**src/verilog/ex_macros.svh**
```systemverilog
////////////////////
// Execute stage global sizes
// Data path width, register address width and high multiply latency
////////////////////

`ifndef EX_MACROS_SVH
`define EX_MACROS_SVH

////////////////////
// Data path
////////////////////

// Integer register width, RV32
`define EX_XLEN 32

// Register file address, one extra bit above the 32 GPRs
`define EX_REG_ADDR_W 6

////////////////////
// Multiplier latency
////////////////////

// Cycles MULH/MULHSU/MULHU occupy the stage, result in the last one
`define EX_MULH_CYCLES 3

`endif
```
**src/verilog/ex_pipe_pkg.sv**
```systemverilog
////////////////////
// Execute stage data types
// Data word and register address shared by the pipeline blocks
////////////////////

`default_nettype none

`include "ex_macros.svh"

package ex_pipe_pkg;

  ////////////////////
  // Payload types
  ////////////////////

  // One integer data word
  typedef logic [`EX_XLEN-1:0] word_t;

  // One register file address
  typedef logic [`EX_REG_ADDR_W-1:0] reg_addr_t;

endpackage

`default_nettype wire

```
**src/verilog/ex_op_pkg.sv**
```systemverilog
////////////////////
// Execute stage operation codes
// ALU and multiplier operator encodings
////////////////////

`default_nettype none

package ex_op_pkg;

  ////////////////////
  // ALU operators
  ////////////////////
  typedef enum logic [3:0] {
    ALU_ADD  = 4'h0,
    ALU_SUB  = 4'h1,
    ALU_XOR  = 4'h2,
    ALU_OR   = 4'h3,
    ALU_AND  = 4'h4,
    ALU_SLL  = 4'h5,
    ALU_SRL  = 4'h6,
    ALU_SRA  = 4'h7,
    ALU_SLT  = 4'h8,  // Set less than, signed
    ALU_SLTU = 4'h9,  // Set less than, unsigned
    ALU_EQ   = 4'ha,  // Branch comparisons from here on
    ALU_NE   = 4'hb,
    ALU_LT   = 4'hc,
    ALU_GE   = 4'hd,
    ALU_LTU  = 4'he,
    ALU_GEU  = 4'hf
  } alu_op_e;

  ////////////////////
  // Multiplier operators
  ////////////////////
  typedef enum logic [1:0] {
    MUL_MUL    = 2'd0,  // Low word, single cycle
    MUL_MULH   = 2'd1,  // High word, signed x signed
    MUL_MULHSU = 2'd2,  // High word, signed x unsigned
    MUL_MULHU  = 2'd3   // High word, unsigned x unsigned
  } mul_op_e;

endpackage

`default_nettype wire

```
**src/verilog/ex_stage.sv**
```systemverilog
////////////////////
// Execute stage top
// ALU, multiplier and control, branch result to fetch
////////////////////

`timescale 1ns/1ps
`default_nettype none

module ex_stage import ex_op_pkg::*, ex_pipe_pkg::*; (
  input  logic      clk,
  input  logic      rst_n,
  // ALU
  input  alu_op_e   alu_operator_i,
  input  logic      alu_en_i,
  input  word_t     alu_operand_a_i,
  input  word_t     alu_operand_b_i,
  input  word_t     alu_operand_c_i,   // Jump target
  // Multiplier
  input  mul_op_e   mult_operator_i,
  input  logic      mult_en_i,
  input  word_t     mult_operand_a_i,
  input  word_t     mult_operand_b_i,
  // CSR and LSU
  input  logic      csr_access_i,
  input  word_t     csr_rdata_i,
  input  logic      lsu_en_i,
  input  word_t     lsu_rdata_i,
  input  logic      lsu_ready_ex_i,
  input  logic      lsu_err_i,
  input  logic      branch_in_ex_i,
  // Register writes from decode
  input  logic      regfile_alu_we_i,
  input  reg_addr_t regfile_alu_waddr_i,
  input  logic      regfile_we_i,
  input  reg_addr_t regfile_waddr_i,
  input  logic      wb_ready_i,
  // To decode and fetch
  output logic      mult_multicycle_o,
  output logic      branch_decision_o,
  output word_t     jump_target_o,
  output logic      regfile_alu_we_fw_o,
  output reg_addr_t regfile_alu_waddr_fw_o,
  output word_t     regfile_alu_wdata_fw_o,
  output logic      regfile_we_wb_o,
  output reg_addr_t regfile_waddr_wb_o,
  output word_t     regfile_wdata_wb_o,
  output logic      ex_ready_o,
  output logic      ex_valid_o
);

  word_t alu_result;
  word_t mult_result;
  logic  mult_ready;

  assign jump_target_o = alu_operand_c_i;  // Computed in decode

  ////////////////////
  // ALU
  ////////////////////
  ex_alu u_alu (
    .operator_i          (alu_operator_i),
    .operand_a_i         (alu_operand_a_i),
    .operand_b_i         (alu_operand_b_i),
    .result_o            (alu_result),
    .comparison_result_o (branch_decision_o)
  );

  ////////////////////
  // Multiplier
  ////////////////////
  ex_mult u_mult (
    .clk          (clk),
    .rst_n        (rst_n),
    .enable_i     (mult_en_i),
    .operator_i   (mult_operator_i),
    .operand_a_i  (mult_operand_a_i),
    .operand_b_i  (mult_operand_b_i),
    .ex_ready_i   (ex_ready_o),
    .result_o     (mult_result),
    .multicycle_o (mult_multicycle_o),
    .ready_o      (mult_ready)
  );

  // Control and write ports
  ex_ctrl u_ctrl (
    .clk                    (clk),
    .rst_n                  (rst_n),
    .alu_en_i               (alu_en_i),
    .mult_en_i              (mult_en_i),
    .csr_access_i           (csr_access_i),
    .lsu_en_i               (lsu_en_i),
    .branch_in_ex_i         (branch_in_ex_i),
    .alu_result_i           (alu_result),
    .mult_result_i          (mult_result),
    .csr_rdata_i            (csr_rdata_i),
    .mult_ready_i           (mult_ready),
    .lsu_ready_ex_i         (lsu_ready_ex_i),
    .lsu_err_i              (lsu_err_i),
    .lsu_rdata_i            (lsu_rdata_i),
    .wb_ready_i             (wb_ready_i),
    .regfile_alu_we_i       (regfile_alu_we_i),
    .regfile_alu_waddr_i    (regfile_alu_waddr_i),
    .regfile_we_i           (regfile_we_i),
    .regfile_waddr_i        (regfile_waddr_i),
    .regfile_alu_we_fw_o    (regfile_alu_we_fw_o),
    .regfile_alu_waddr_fw_o (regfile_alu_waddr_fw_o),
    .regfile_alu_wdata_fw_o (regfile_alu_wdata_fw_o),
    .regfile_we_wb_o        (regfile_we_wb_o),
    .regfile_waddr_wb_o     (regfile_waddr_wb_o),
    .regfile_wdata_wb_o     (regfile_wdata_wb_o),
    .ex_ready_o             (ex_ready_o),
    .ex_valid_o             (ex_valid_o)
  );

endmodule

`default_nettype wire

```
**src/verilog/ex_ctrl.sv**
```systemverilog
////////////////////
// Execute stage control
// Forwarding port mux, EX/WB register for the LSU port
// and the stage valid/ready handshake
////////////////////

`timescale 1ns/1ps
`default_nettype none

module ex_ctrl import ex_pipe_pkg::*; (
  input  logic      clk,
  input  logic      rst_n,
  // Unit enables from decode
  input  logic      alu_en_i,
  input  logic      mult_en_i,
  input  logic      csr_access_i,
  input  logic      lsu_en_i,
  input  logic      branch_in_ex_i,
  // Unit results
  input  word_t     alu_result_i,
  input  word_t     mult_result_i,
  input  word_t     csr_rdata_i,
  input  logic      mult_ready_i,
  input  logic      lsu_ready_ex_i,   // EX part of LSU done
  input  logic      lsu_err_i,
  input  word_t     lsu_rdata_i,
  input  logic      wb_ready_i,
  // Register write requests
  input  logic      regfile_alu_we_i,
  input  reg_addr_t regfile_alu_waddr_i,
  input  logic      regfile_we_i,
  input  reg_addr_t regfile_waddr_i,
  // Forwarding port
  output logic      regfile_alu_we_fw_o,
  output reg_addr_t regfile_alu_waddr_fw_o,
  output word_t     regfile_alu_wdata_fw_o,
  // Load/store port
  output logic      regfile_we_wb_o,
  output reg_addr_t regfile_waddr_wb_o,
  output word_t     regfile_wdata_wb_o,
  // Handshake
  output logic      ex_ready_o,
  output logic      ex_valid_o
);

  logic      units_ready;   // All units and WB can take a result
  logic      any_en;        // Real instruction present
  logic      lsu_we;
  logic      lsu_we_q;
  reg_addr_t lsu_waddr_q;

  ////////////////////
  // Forwarding port
  ////////////////////
  assign regfile_alu_we_fw_o    = regfile_alu_we_i;
  assign regfile_alu_waddr_fw_o = regfile_alu_waddr_i;

  // CSR over multiplier over ALU
  always_comb begin
    if (csr_access_i) begin
      regfile_alu_wdata_fw_o = csr_rdata_i;
    end else if (mult_en_i) begin
      regfile_alu_wdata_fw_o = mult_result_i;
    end else begin
      regfile_alu_wdata_fw_o = alu_result_i;
    end
  end

  ////////////////////
  // EX/WB register
  ////////////////////
  assign lsu_we = regfile_we_i & ~lsu_err_i;  // Faulting access never writes

  always_ff @(posedge clk, negedge rst_n) begin
    if (!rst_n) begin
      lsu_we_q    <= 1'b0;
      lsu_waddr_q <= '0;
    end else if (ex_valid_o) begin      // wb_ready_i implied
      lsu_we_q <= lsu_we;
      if (lsu_we) lsu_waddr_q <= regfile_waddr_i;
    end else if (wb_ready_i) begin
      lsu_we_q <= 1'b0;                 // Bubble, flush the write
    end
  end

  assign regfile_we_wb_o    = lsu_we_q;
  assign regfile_waddr_wb_o = lsu_waddr_q;
  assign regfile_wdata_wb_o = lsu_rdata_i;  // Load data arrives in WB

  ////////////////////
  // Handshake
  ////////////////////
  assign units_ready = mult_ready_i & lsu_ready_ex_i & wb_ready_i;
  assign any_en      = alu_en_i | mult_en_i | csr_access_i | lsu_en_i;

  // Branches resolve in EX, no WB slot needed
  assign ex_ready_o = units_ready | branch_in_ex_i;
  assign ex_valid_o = any_en & units_ready;  // Independent of ex_ready_o

endmodule

`default_nettype wire

```
**src/verilog/ex_mult.sv**
```systemverilog
////////////////////
// Integer multiplier
// MUL low word in one cycle, MULH/MULHSU/MULHU high word
// after EX_MULH_CYCLES cycles
////////////////////

`timescale 1ns/1ps
`default_nettype none

`include "ex_macros.svh"

module ex_mult import ex_op_pkg::*, ex_pipe_pkg::*; (
  input  logic    clk,
  input  logic    rst_n,
  input  logic    enable_i,
  input  mul_op_e operator_i,
  input  word_t   operand_a_i,
  input  word_t   operand_b_i,
  input  logic    ex_ready_i,    // Stage moves on this cycle
  output word_t   result_o,
  output logic    multicycle_o,  // High multiply still busy
  output logic    ready_o
);

  localparam int unsigned CNT_W = $clog2(`EX_MULH_CYCLES);
  localparam logic [CNT_W-1:0] CNT_LAST = CNT_W'(`EX_MULH_CYCLES - 1);

  logic                       sign_a;
  logic                       sign_b;
  logic signed [`EX_XLEN:0]   op_a_ext;   // 33 bit, covers both signednesses
  logic signed [`EX_XLEN:0]   op_b_ext;
  logic signed [2*`EX_XLEN+1:0] product;
  logic                       mulh;       // High multiply in EX
  logic [CNT_W-1:0]           cnt_q;      // Zero is idle
  word_t                      high_q;     // Registered high word

  ////////////////////
  // Shared multiplier array
  ////////////////////
  assign sign_a = (operator_i == MUL_MULH) || (operator_i == MUL_MULHSU);
  assign sign_b = (operator_i == MUL_MULH);

  assign op_a_ext = {sign_a & operand_a_i[`EX_XLEN-1], operand_a_i};
  assign op_b_ext = {sign_b & operand_b_i[`EX_XLEN-1], operand_b_i};
  assign product  = op_a_ext * op_b_ext;  // Low word is the same for any extension

  assign mulh = enable_i && (operator_i != MUL_MUL);

  ////////////////////
  // High multiply sequencing
  ////////////////////
  always_ff @(posedge clk, negedge rst_n) begin
    if (!rst_n) begin
      cnt_q <= '0;
    end else if (mulh) begin
      if (cnt_q == CNT_LAST) begin
        if (ex_ready_i) cnt_q <= '0;  // Result taken, back to idle
      end else begin
        cnt_q <= cnt_q + 1'b1;
      end
    end else begin
      cnt_q <= '0;
    end
  end

  // Capture high word in the first cycle, decode holds operands meanwhile
  always_ff @(posedge clk) begin
    if (mulh && (cnt_q == '0)) begin
      high_q <= product[2*`EX_XLEN-1:`EX_XLEN];
    end
  end

  assign multicycle_o = mulh && (cnt_q != CNT_LAST);
  assign ready_o      = ~multicycle_o;   // Rises with the high word

  // MUL straight from the array, high variants from the register
  assign result_o = (operator_i == MUL_MUL) ? product[`EX_XLEN-1:0] : high_q;

endmodule

`default_nettype wire

```
**src/verilog/ex_alu.sv**
```systemverilog
////////////////////
// Integer ALU
// Add/sub, logic, shifts, set-less-than and branch compares
// Purely combinational
////////////////////

`timescale 1ns/1ps
`default_nettype none

`include "ex_macros.svh"

module ex_alu import ex_op_pkg::*, ex_pipe_pkg::*; (
  input  alu_op_e operator_i,
  input  word_t   operand_a_i,
  input  word_t   operand_b_i,
  output word_t   result_o,
  output logic    comparison_result_o
);

  localparam int unsigned SHAMT_W = $clog2(`EX_XLEN);

  // Bit reversal, lets the right shifter serve left shifts too
  function automatic word_t bit_rev(input word_t v);
    word_t r;
    for (int i = 0; i < `EX_XLEN; i++) begin
      r[i] = v[`EX_XLEN-1-i];
    end
    return r;
  endfunction

  logic               is_sub;    // Adder subtracts
  logic               is_signed; // Compare as signed
  logic [`EX_XLEN:0]  op_a_ext;  // One guard bit above the word
  logic [`EX_XLEN:0]  op_b_ext;
  logic [`EX_XLEN:0]  adder_res;
  logic               is_eq;
  logic               is_lt;

  logic                       shift_left;
  logic                       shift_arith;
  logic [SHAMT_W-1:0]         shamt;
  word_t                      shift_in;
  logic signed [`EX_XLEN:0]   shift_ext;
  logic [`EX_XLEN:0]          shift_res;
  word_t                      shift_right;

  ////////////////////
  // Shared adder
  ////////////////////
  assign is_sub = (operator_i == ALU_SUB) || (operator_i == ALU_SLT) ||
                  (operator_i == ALU_SLTU) || (operator_i == ALU_LT) ||
                  (operator_i == ALU_GE) || (operator_i == ALU_LTU) ||
                  (operator_i == ALU_GEU);
  assign is_signed = (operator_i == ALU_SLT) || (operator_i == ALU_LT) ||
                     (operator_i == ALU_GE);

  // Sign or zero guard bit, so bit XLEN of a difference is the less-than flag
  assign op_a_ext  = {is_signed & operand_a_i[`EX_XLEN-1], operand_a_i};
  assign op_b_ext  = {is_signed & operand_b_i[`EX_XLEN-1], operand_b_i};
  assign adder_res = op_a_ext + (op_b_ext ^ {(`EX_XLEN+1){is_sub}}) +
                     {{`EX_XLEN{1'b0}}, is_sub};  // Two's complement subtract

  ////////////////////
  // Comparator
  ////////////////////
  assign is_eq = (operand_a_i == operand_b_i);
  assign is_lt = adder_res[`EX_XLEN];

  always_comb begin
    case (operator_i)
      ALU_EQ:                                    comparison_result_o = is_eq;
      ALU_NE:                                    comparison_result_o = ~is_eq;
      ALU_SLT, ALU_SLTU, ALU_LT, ALU_LTU:        comparison_result_o = is_lt;
      ALU_GE, ALU_GEU:                           comparison_result_o = ~is_lt;
      default:                                   comparison_result_o = 1'b0;
    endcase
  end

  ////////////////////
  // Barrel shifter
  ////////////////////
  assign shift_left  = (operator_i == ALU_SLL);
  assign shift_arith = (operator_i == ALU_SRA);
  assign shamt       = operand_b_i[SHAMT_W-1:0];  // Only low bits count
  assign shift_in    = shift_left ? bit_rev(operand_a_i) : operand_a_i;
  assign shift_ext   = {shift_arith & operand_a_i[`EX_XLEN-1], shift_in};
  assign shift_res   = shift_ext >>> shamt;        // Fill bit from guard
  assign shift_right = shift_res[`EX_XLEN-1:0];

  // Result mux
  always_comb begin
    case (operator_i)
      ALU_ADD, ALU_SUB: result_o = adder_res[`EX_XLEN-1:0];
      ALU_XOR:          result_o = operand_a_i ^ operand_b_i;
      ALU_OR:           result_o = operand_a_i | operand_b_i;
      ALU_AND:          result_o = operand_a_i & operand_b_i;
      ALU_SLL:          result_o = bit_rev(shift_right);
      ALU_SRL, ALU_SRA: result_o = shift_right;
      default:          result_o = {{(`EX_XLEN-1){1'b0}}, comparison_result_o}; // SLT, branches
    endcase
  end

endmodule

`default_nettype wire

```
**config.mk**
```make
export PLATFORM = sky130hd
export DESIGN_NAME = ex_stage
export DESIGN_NICKNAME = d
export VERILOG_FILES = /design/src/verilog/ex_pipe_pkg.sv /design/src/verilog/ex_op_pkg.sv /design/src/verilog/ex_stage.sv /design/src/verilog/ex_ctrl.sv /design/src/verilog/ex_mult.sv /design/src/verilog/ex_alu.sv
export VERILOG_INCLUDE_DIRS = /design/src /design/src/verilog
export SDC_FILE = /design/constraint.sdc
export NUM_CORES = 2
export LEC_CHECK = 0
export ABC_AREA = 0
export CORE_UTILIZATION = 68
export CTS_BUF_LIST = sky130_fd_sc_hd__clkbuf_4
export DETAILED_ROUTE_END_ITERATION = 6
export DONT_BUFFER_PORTS = 1
export MAX_ROUTING_LAYER = met4
export PLACE_DENSITY = 0.84
export SYNTH_ARGS = -nofsm -noshare
export SYNTH_HDL_FRONTEND = slang
export SYNTH_SLANG_ARGS = --single-unit
```
**constraint.sdc**
```tcl
create_clock -name clk -period 9.8 [get_ports clk]
set_input_delay 0 -clock clk [delete_from_list [all_inputs] [get_ports clk]]
set_output_delay 0 -clock clk [all_outputs]
set_load 0.01 [all_outputs]
```
== Word level (Yosys, flattened, before mapping) ==
Cells that the tools add are included.

* Bits in registers: 41
* Bits in writable memories: 0
* Input port bits: 254
* ROM bits: 0
* Output and inout port bits: 114
* Memories kept: 0
* Word-level logic and storage cells: 84
* Latch bits: 0

* Bitwise operators: 21
* Shifts and indexed selects: 1
* Equality and inequality tests: 21
* Order comparisons: 0
* Add/sub/neg operators: 3
* Multiplexer cells: 11
* Reduce and logical (&&, ||, !) cells: 22
* Multipliers: 1
* Divide/modulo/power cells: 0

{| class="wikitable"
|+ Operators with widths
! operator !! count
|-
| one-hot mux 32 bit (6 select lines) || 1
|-
| 2-to-1 mux 32 bit || 4
|-
| multiplier 33 x 33 -> 64 bit || 1
|-
| adder 33 x 1 -> 33 bit || 1
|-
| adder 33 bit || 1
|-
| >>> shifter 33 x 5 -> 32 bit || 1
|-
| bitwise XOR 33 bit || 1
|-
| AND 32 bit || 1
|-
| == test 32 bit || 1
|-
| == test 4 bit, second input constant || 8
|-
| bitwise OR 32 bit || 1
|-
| bitwise XOR 32 bit || 1
|-
| == test 4 x 3 -> 1 bit, second input constant || 4
|-
| AND 1 bit || 9
|-
| logical OR 1 bit || 9
|-
| == test 4 x 2 -> 1 bit, second input constant || 2
|-
| 2-to-1 mux 2 bit || 3
|-
| OR reduction 2 bit || 3
|-
| == test 2 bit, second input constant || 2
|-
| == test 4 x 1 -> 1 bit, second input constant || 1
|-
| zero test 2 bit || 2
|-
| zero test 4 bit || 1
|-
| inverter 1 bit || 4
|-
| bitwise OR 1 bit || 4
|-
| other kinds (10) || 14
|}

== Longest topological paths before layout ==
* Depth after elaboration: 15
* Depth in mapped cells: 33
* Depth with buffers taken out: 30

== Cells and area by module ==
From an unflattened synthesis, not the netlist that was laid out.

* Cell total of the unflattened synthesis: 5436
* Area, all modules: 47629.4 um2

{| class="wikitable"
|+ By module, submodules not included
! module !! area an instance (um2) !! cells an instance !! instances !! seq. area each (um2)
|-
| ex_mult || 39515.4 || 4354 || 1 || 1011.0
|-
| ex_alu || 6617.6 || 884 || 1 || 0.0
|-
| ex_ctrl || 1256.2 || 166 || 1 || 175.2
|-
| ex_stage || 240.2 || 32 || 1 || 0.0
|}

== Least setup slack after synthesis ==
OpenSTA, ideal clock, no wires.

* Path type: input -> register
* Start point: input mult_operator_i[1]
* End point: register u_mult.high_q[25], data pin
* Required time: 9.540 ns
* Path slack: 1.761 ns
* Buffers on the path: 3
* Data arrival time: 7.779 ns
* Library setup time: 0.260 ns
* Stages on the path: 29
* Cell sequence: inv_1 > ha_1 > and2_1 > clkbuf_1 > clkbuf_1 > nand2_1 > inv_1 > fa_1 > fa_1 > fa_1 > inv_1 > fa_1 > inv_1 > fa_1 > fa_1 > inv_1 > fa_1 > fa_1 > inv_1 > ha_1 > clkbuf_1 > nand3_1 > or3_1 > nand2b_1 > o31ai_1 > nand4_1 > a211oi_1 > a41oi_1 > xnor2_1

* Longest elaborated chain between the ends: 4
* Elaborated cells between the ends (all ways): 6
* Classes of those cells: mul (1); eq/ne (2); bitwise (2); reduce/logical (1)

{| class="wikitable"
|+ Ends and longest elaborated chain
! what !! line !! RTL
|-
| from (decl) || ex_stage.sv:19 || <nowiki>input mul_op_e mult_operator_i,</nowiki>
|-
| == test 2 x 1 -> 1 bit / == test 2 bit (equally long branches) || ex_mult.sv:40, ex_mult.sv:41 ||
|-
| logical OR 1 bit || ex_mult.sv:40 || <nowiki>assign sign_a = (operator_i == MUL_MULH) || (operator_i == MUL_MULHSU);</nowiki>
|-
| AND 1 bit || ex_mult.sv:43 || <nowiki>assign op_a_ext = {sign_a & operand_a_i[`EX_XLEN-1], operand_a_i};</nowiki>
|-
| multiplier 33 x 33 -> 64 bit (*) || ex_mult.sv:45 || <nowiki>assign product = op_a_ext * op_b_ext;</nowiki>
|-
| via u_mult.product[57] || ex_mult.sv:32 || <nowiki>logic signed [2*`EX_XLEN+1:0] product;</nowiki>
|-
| to (signal assigned) || ex_mult.sv:69 || <nowiki>high_q <= product[2*`EX_XLEN-1:`EX_XLEN];</nowiki>
|-
| to (decl) || ex_mult.sv:35 || <nowiki>word_t high_q;</nowiki>
|}

Mark *: on every way through the listed nets, which the timed path passes. The rest lies on a longest branch.
A chain may end at the register's enable or synchronous reset.

== Worst setup path after layout ==
Same ends and word-level chain as after synthesis.

==> run metrics <==
initial antenna violation count 13; Critical Path AT slightly above 8000 ps; Async S/R FF share, synth 0.220; clock transition at the registers of the reported paths between 100 and 150 ps; Via density between 6 and 7; unique cell type count in the Yosys netlist between 70 and 80; share of layout cells above drive strength 1 0.0193; Slowest cell on crit path fa_1; Tmin final ~8000 ps; Worst Clk Skew between 10 and 15 ps; unrepaired setup endpoints after global routing no; final count of pins violating max slew 0; Critical Path RT ~9900 ps; IO buf count 0; Via Count around 38000; cell taking the most area after synthesis fa_1; post-cts sizing count 0; total clock sinks just over 40; nets about 6800; die height between 200 and 300 µm; Clock H-tree levels 2; met2 usage 0.651; met3 Usage GRT 0.114; vias in the first global route roughly 41000; crit path to u_mult.high_q[25]$_DFFE_PP_; maximum clock rate between 100 and 150 MHz; Top FF cell, synth edfxtp_1; commonest non-fill, non-tap cell in the layout inv_1; setup TNS 0 ps; Yosys reg bits 41; drt first-iter violations 3730; register area about 1200 µm²; FP Rows 96; crit path from mult_operator_i[1]; Mapped Area approximately 47000 µm²; clk buf depth 2; gr ovfl total 0; EDFF count, synth 32; CP bufs+invs 7; CTS root buffer clkbuf_4; peak per-stage delay on the critical path roughly 630 ps; drt wl/cell between 20 and 25 µm; Max Cap Viol 0; TritonCTS clock tree built; CP Capture Type flop; die width ~270 µm; reg-to-reg slack, setup between 7000 and 8000 ps; Post-Syn Instances 5401; DPL Wire Length approximately 110 mm; Overall Global Routing Usage 0.435; class of the most critical setup path input pin to flop; Avg Cell Area, Syn 8.73 µm²; DRT antenna net count 0; Worst Hold Class input pin to output pin; final hold vios 0; wire length of the first global-routing pass ~230 mm; Multi-input gate area 39600 µm²; largest delay contributor family on the critical path adder cells; cell mode on critical path fa_1; IO Count approximately 370; worst reg2reg startpoint u_mult.cnt_q[1]$_DFFE_PN0P_; area delta synth->final -0.159%; relative slew slack 0.230; CTS buffer count 5; most frequent cells in the layout 1270 x inv_1, 1126 x fa_1, 878 x nand2_1; first drt pass iteration count 7; worst slew pin tran around 1200 ps; violated checks DRC; drc violations 16; crit-path max FO 15; gpl congestion 1.11; die area approximately 70000 µm²; largest cells by area after synthesis fa_1 48%, inv_1 10%, ha_1 8.2%; initial core utilization 0.687; largest net degree at the start of global routing 52; Seq/Total Area, Yosys 0.0252; setup violators final 0; share of the synthesized area in the top cell type 0.478; Routed WL around 140 mm; Mapped Nets a little over 7000; Filler cells ~5300; YS warnings 0; outcome finished, violations left; Core ar. 68600 µm²; GR Util met1 0.530; Skew-Pair Late Insertion Delay roughly 360 ps; Critical Path Stages 27; reg2reg end u_ctrl.regfile_waddr_wb_o[0]$_DFFE_PN0P_; fin crit share 0.827; GRT busiest layer met2; Worst Reg-to-Reg Cells 5; Worst Setup Start Kind input pin
==> synthesized netlist by cell type (16+ instances only) <==
library cell,n
o21bai_1,18
nor3_1,16
mux2i_1,65
xor2_1,26
nand2_1,878
inv_1,1270
a21oi_1,140
o211ai_1,21
a211oi_1,23
mux4_2,33
nand3_1,27
nand4_1,16
o21a_1,18
edfxtp_1,32
and3_1,35
a31oi_1,18
a21o_1,50
o21ai_0,119
nor2_1,140
and2_1,301
a221oi_1,32
fa_1,1126
or2_2,17
xnor2_1,103
ha_1,309
clkbuf_1,263
buf_4,74
==> final cells by class <==
type                    instances  share of cell area
inverters                    1272               0.101
clock buffers                   5            0.000798
multi-input cells            3732               0.841
flip-flops and latches         41              0.0252
repair buffers                 27             0.00489
clock inverters                 3            0.000984
diodes                         13            0.000691
well taps                     931              0.0248
==> cell families (layout without fill, tap and decap cells) <==
logic type,count (synthesis),in the layout,share of synthesized area
other,0,13,0
XOR/XNOR,129,129,0.0240
adder cells (fa/ha/maj),1435,1435,0.560
multiplexers,110,110,0.0324
flip-flops,41,41,0.0252
buffers and inverters,1628,1307,0.136
AND/OR/NAND/NOR,1506,1506,0.146
AO/OA/AOI/OAI,552,552,0.0764
==> routing by layer <==
layer,wire length [µm],share of wire
met5,0,0
met3,18100,0.13
met1,50100,0.35
met2,64100,0.45
met4,11400,0.079
==> sequential cells by signal (all words and copies together) (netlist names) <==
register	cells
u_ctrl.regfile_waddr_wb_o	6
u_ctrl.regfile_we_wb_o	1
u_mult.cnt_q	2
u_mult.high_q	32
==> worst min path at each step <==
stage	start	endpoint	slack, ps	cells past startpoint
floorplan	rst_n	u_ctrl.regfile_waddr_wb_o[0]$_DFFE_PN0P_	-300	0
global placement	rst_n	u_ctrl.regfile_we_wb_o$_DFFE_PN0P_	-300	0
detailed placement	rst_n	u_ctrl.regfile_we_wb_o$_DFFE_PN0P_	-300	0
CTS	alu_operand_c_i[19]	jump_target_o[19]	0.07	0
global route	lsu_rdata_i[28]	regfile_wdata_wb_o[28]	0.02	0
finish	alu_operand_c_i[3]	jump_target_o[3]	0.004	0
==> stage by stage <==
step	cells	hold slack [ps]	worst slack (ps)	cell area, µm²	util
2_1_floorplan	5401	-296	1760	47100	-
6_report	6024	0.00445	1700	47100	0.686
4_1_cts	6011	0.0686	1680	47000	0.686
3_3_place_gp	5992	-295	1440	46800	0.683
3_5_place_dp	5992	-295	1300	46800	0.683
5_1_grt	6024	0.0150	1270	47100	0.686
==> what timing repair did <==
item | CTS | global route
buffers inserted | 0 | 0
hold endpoints to repair | 18 | 0
hold buffers | 11 | 0
Power is not shown: default switching activity piles up to over one toggle a cycle in this logic, so the estimate is an artifact.
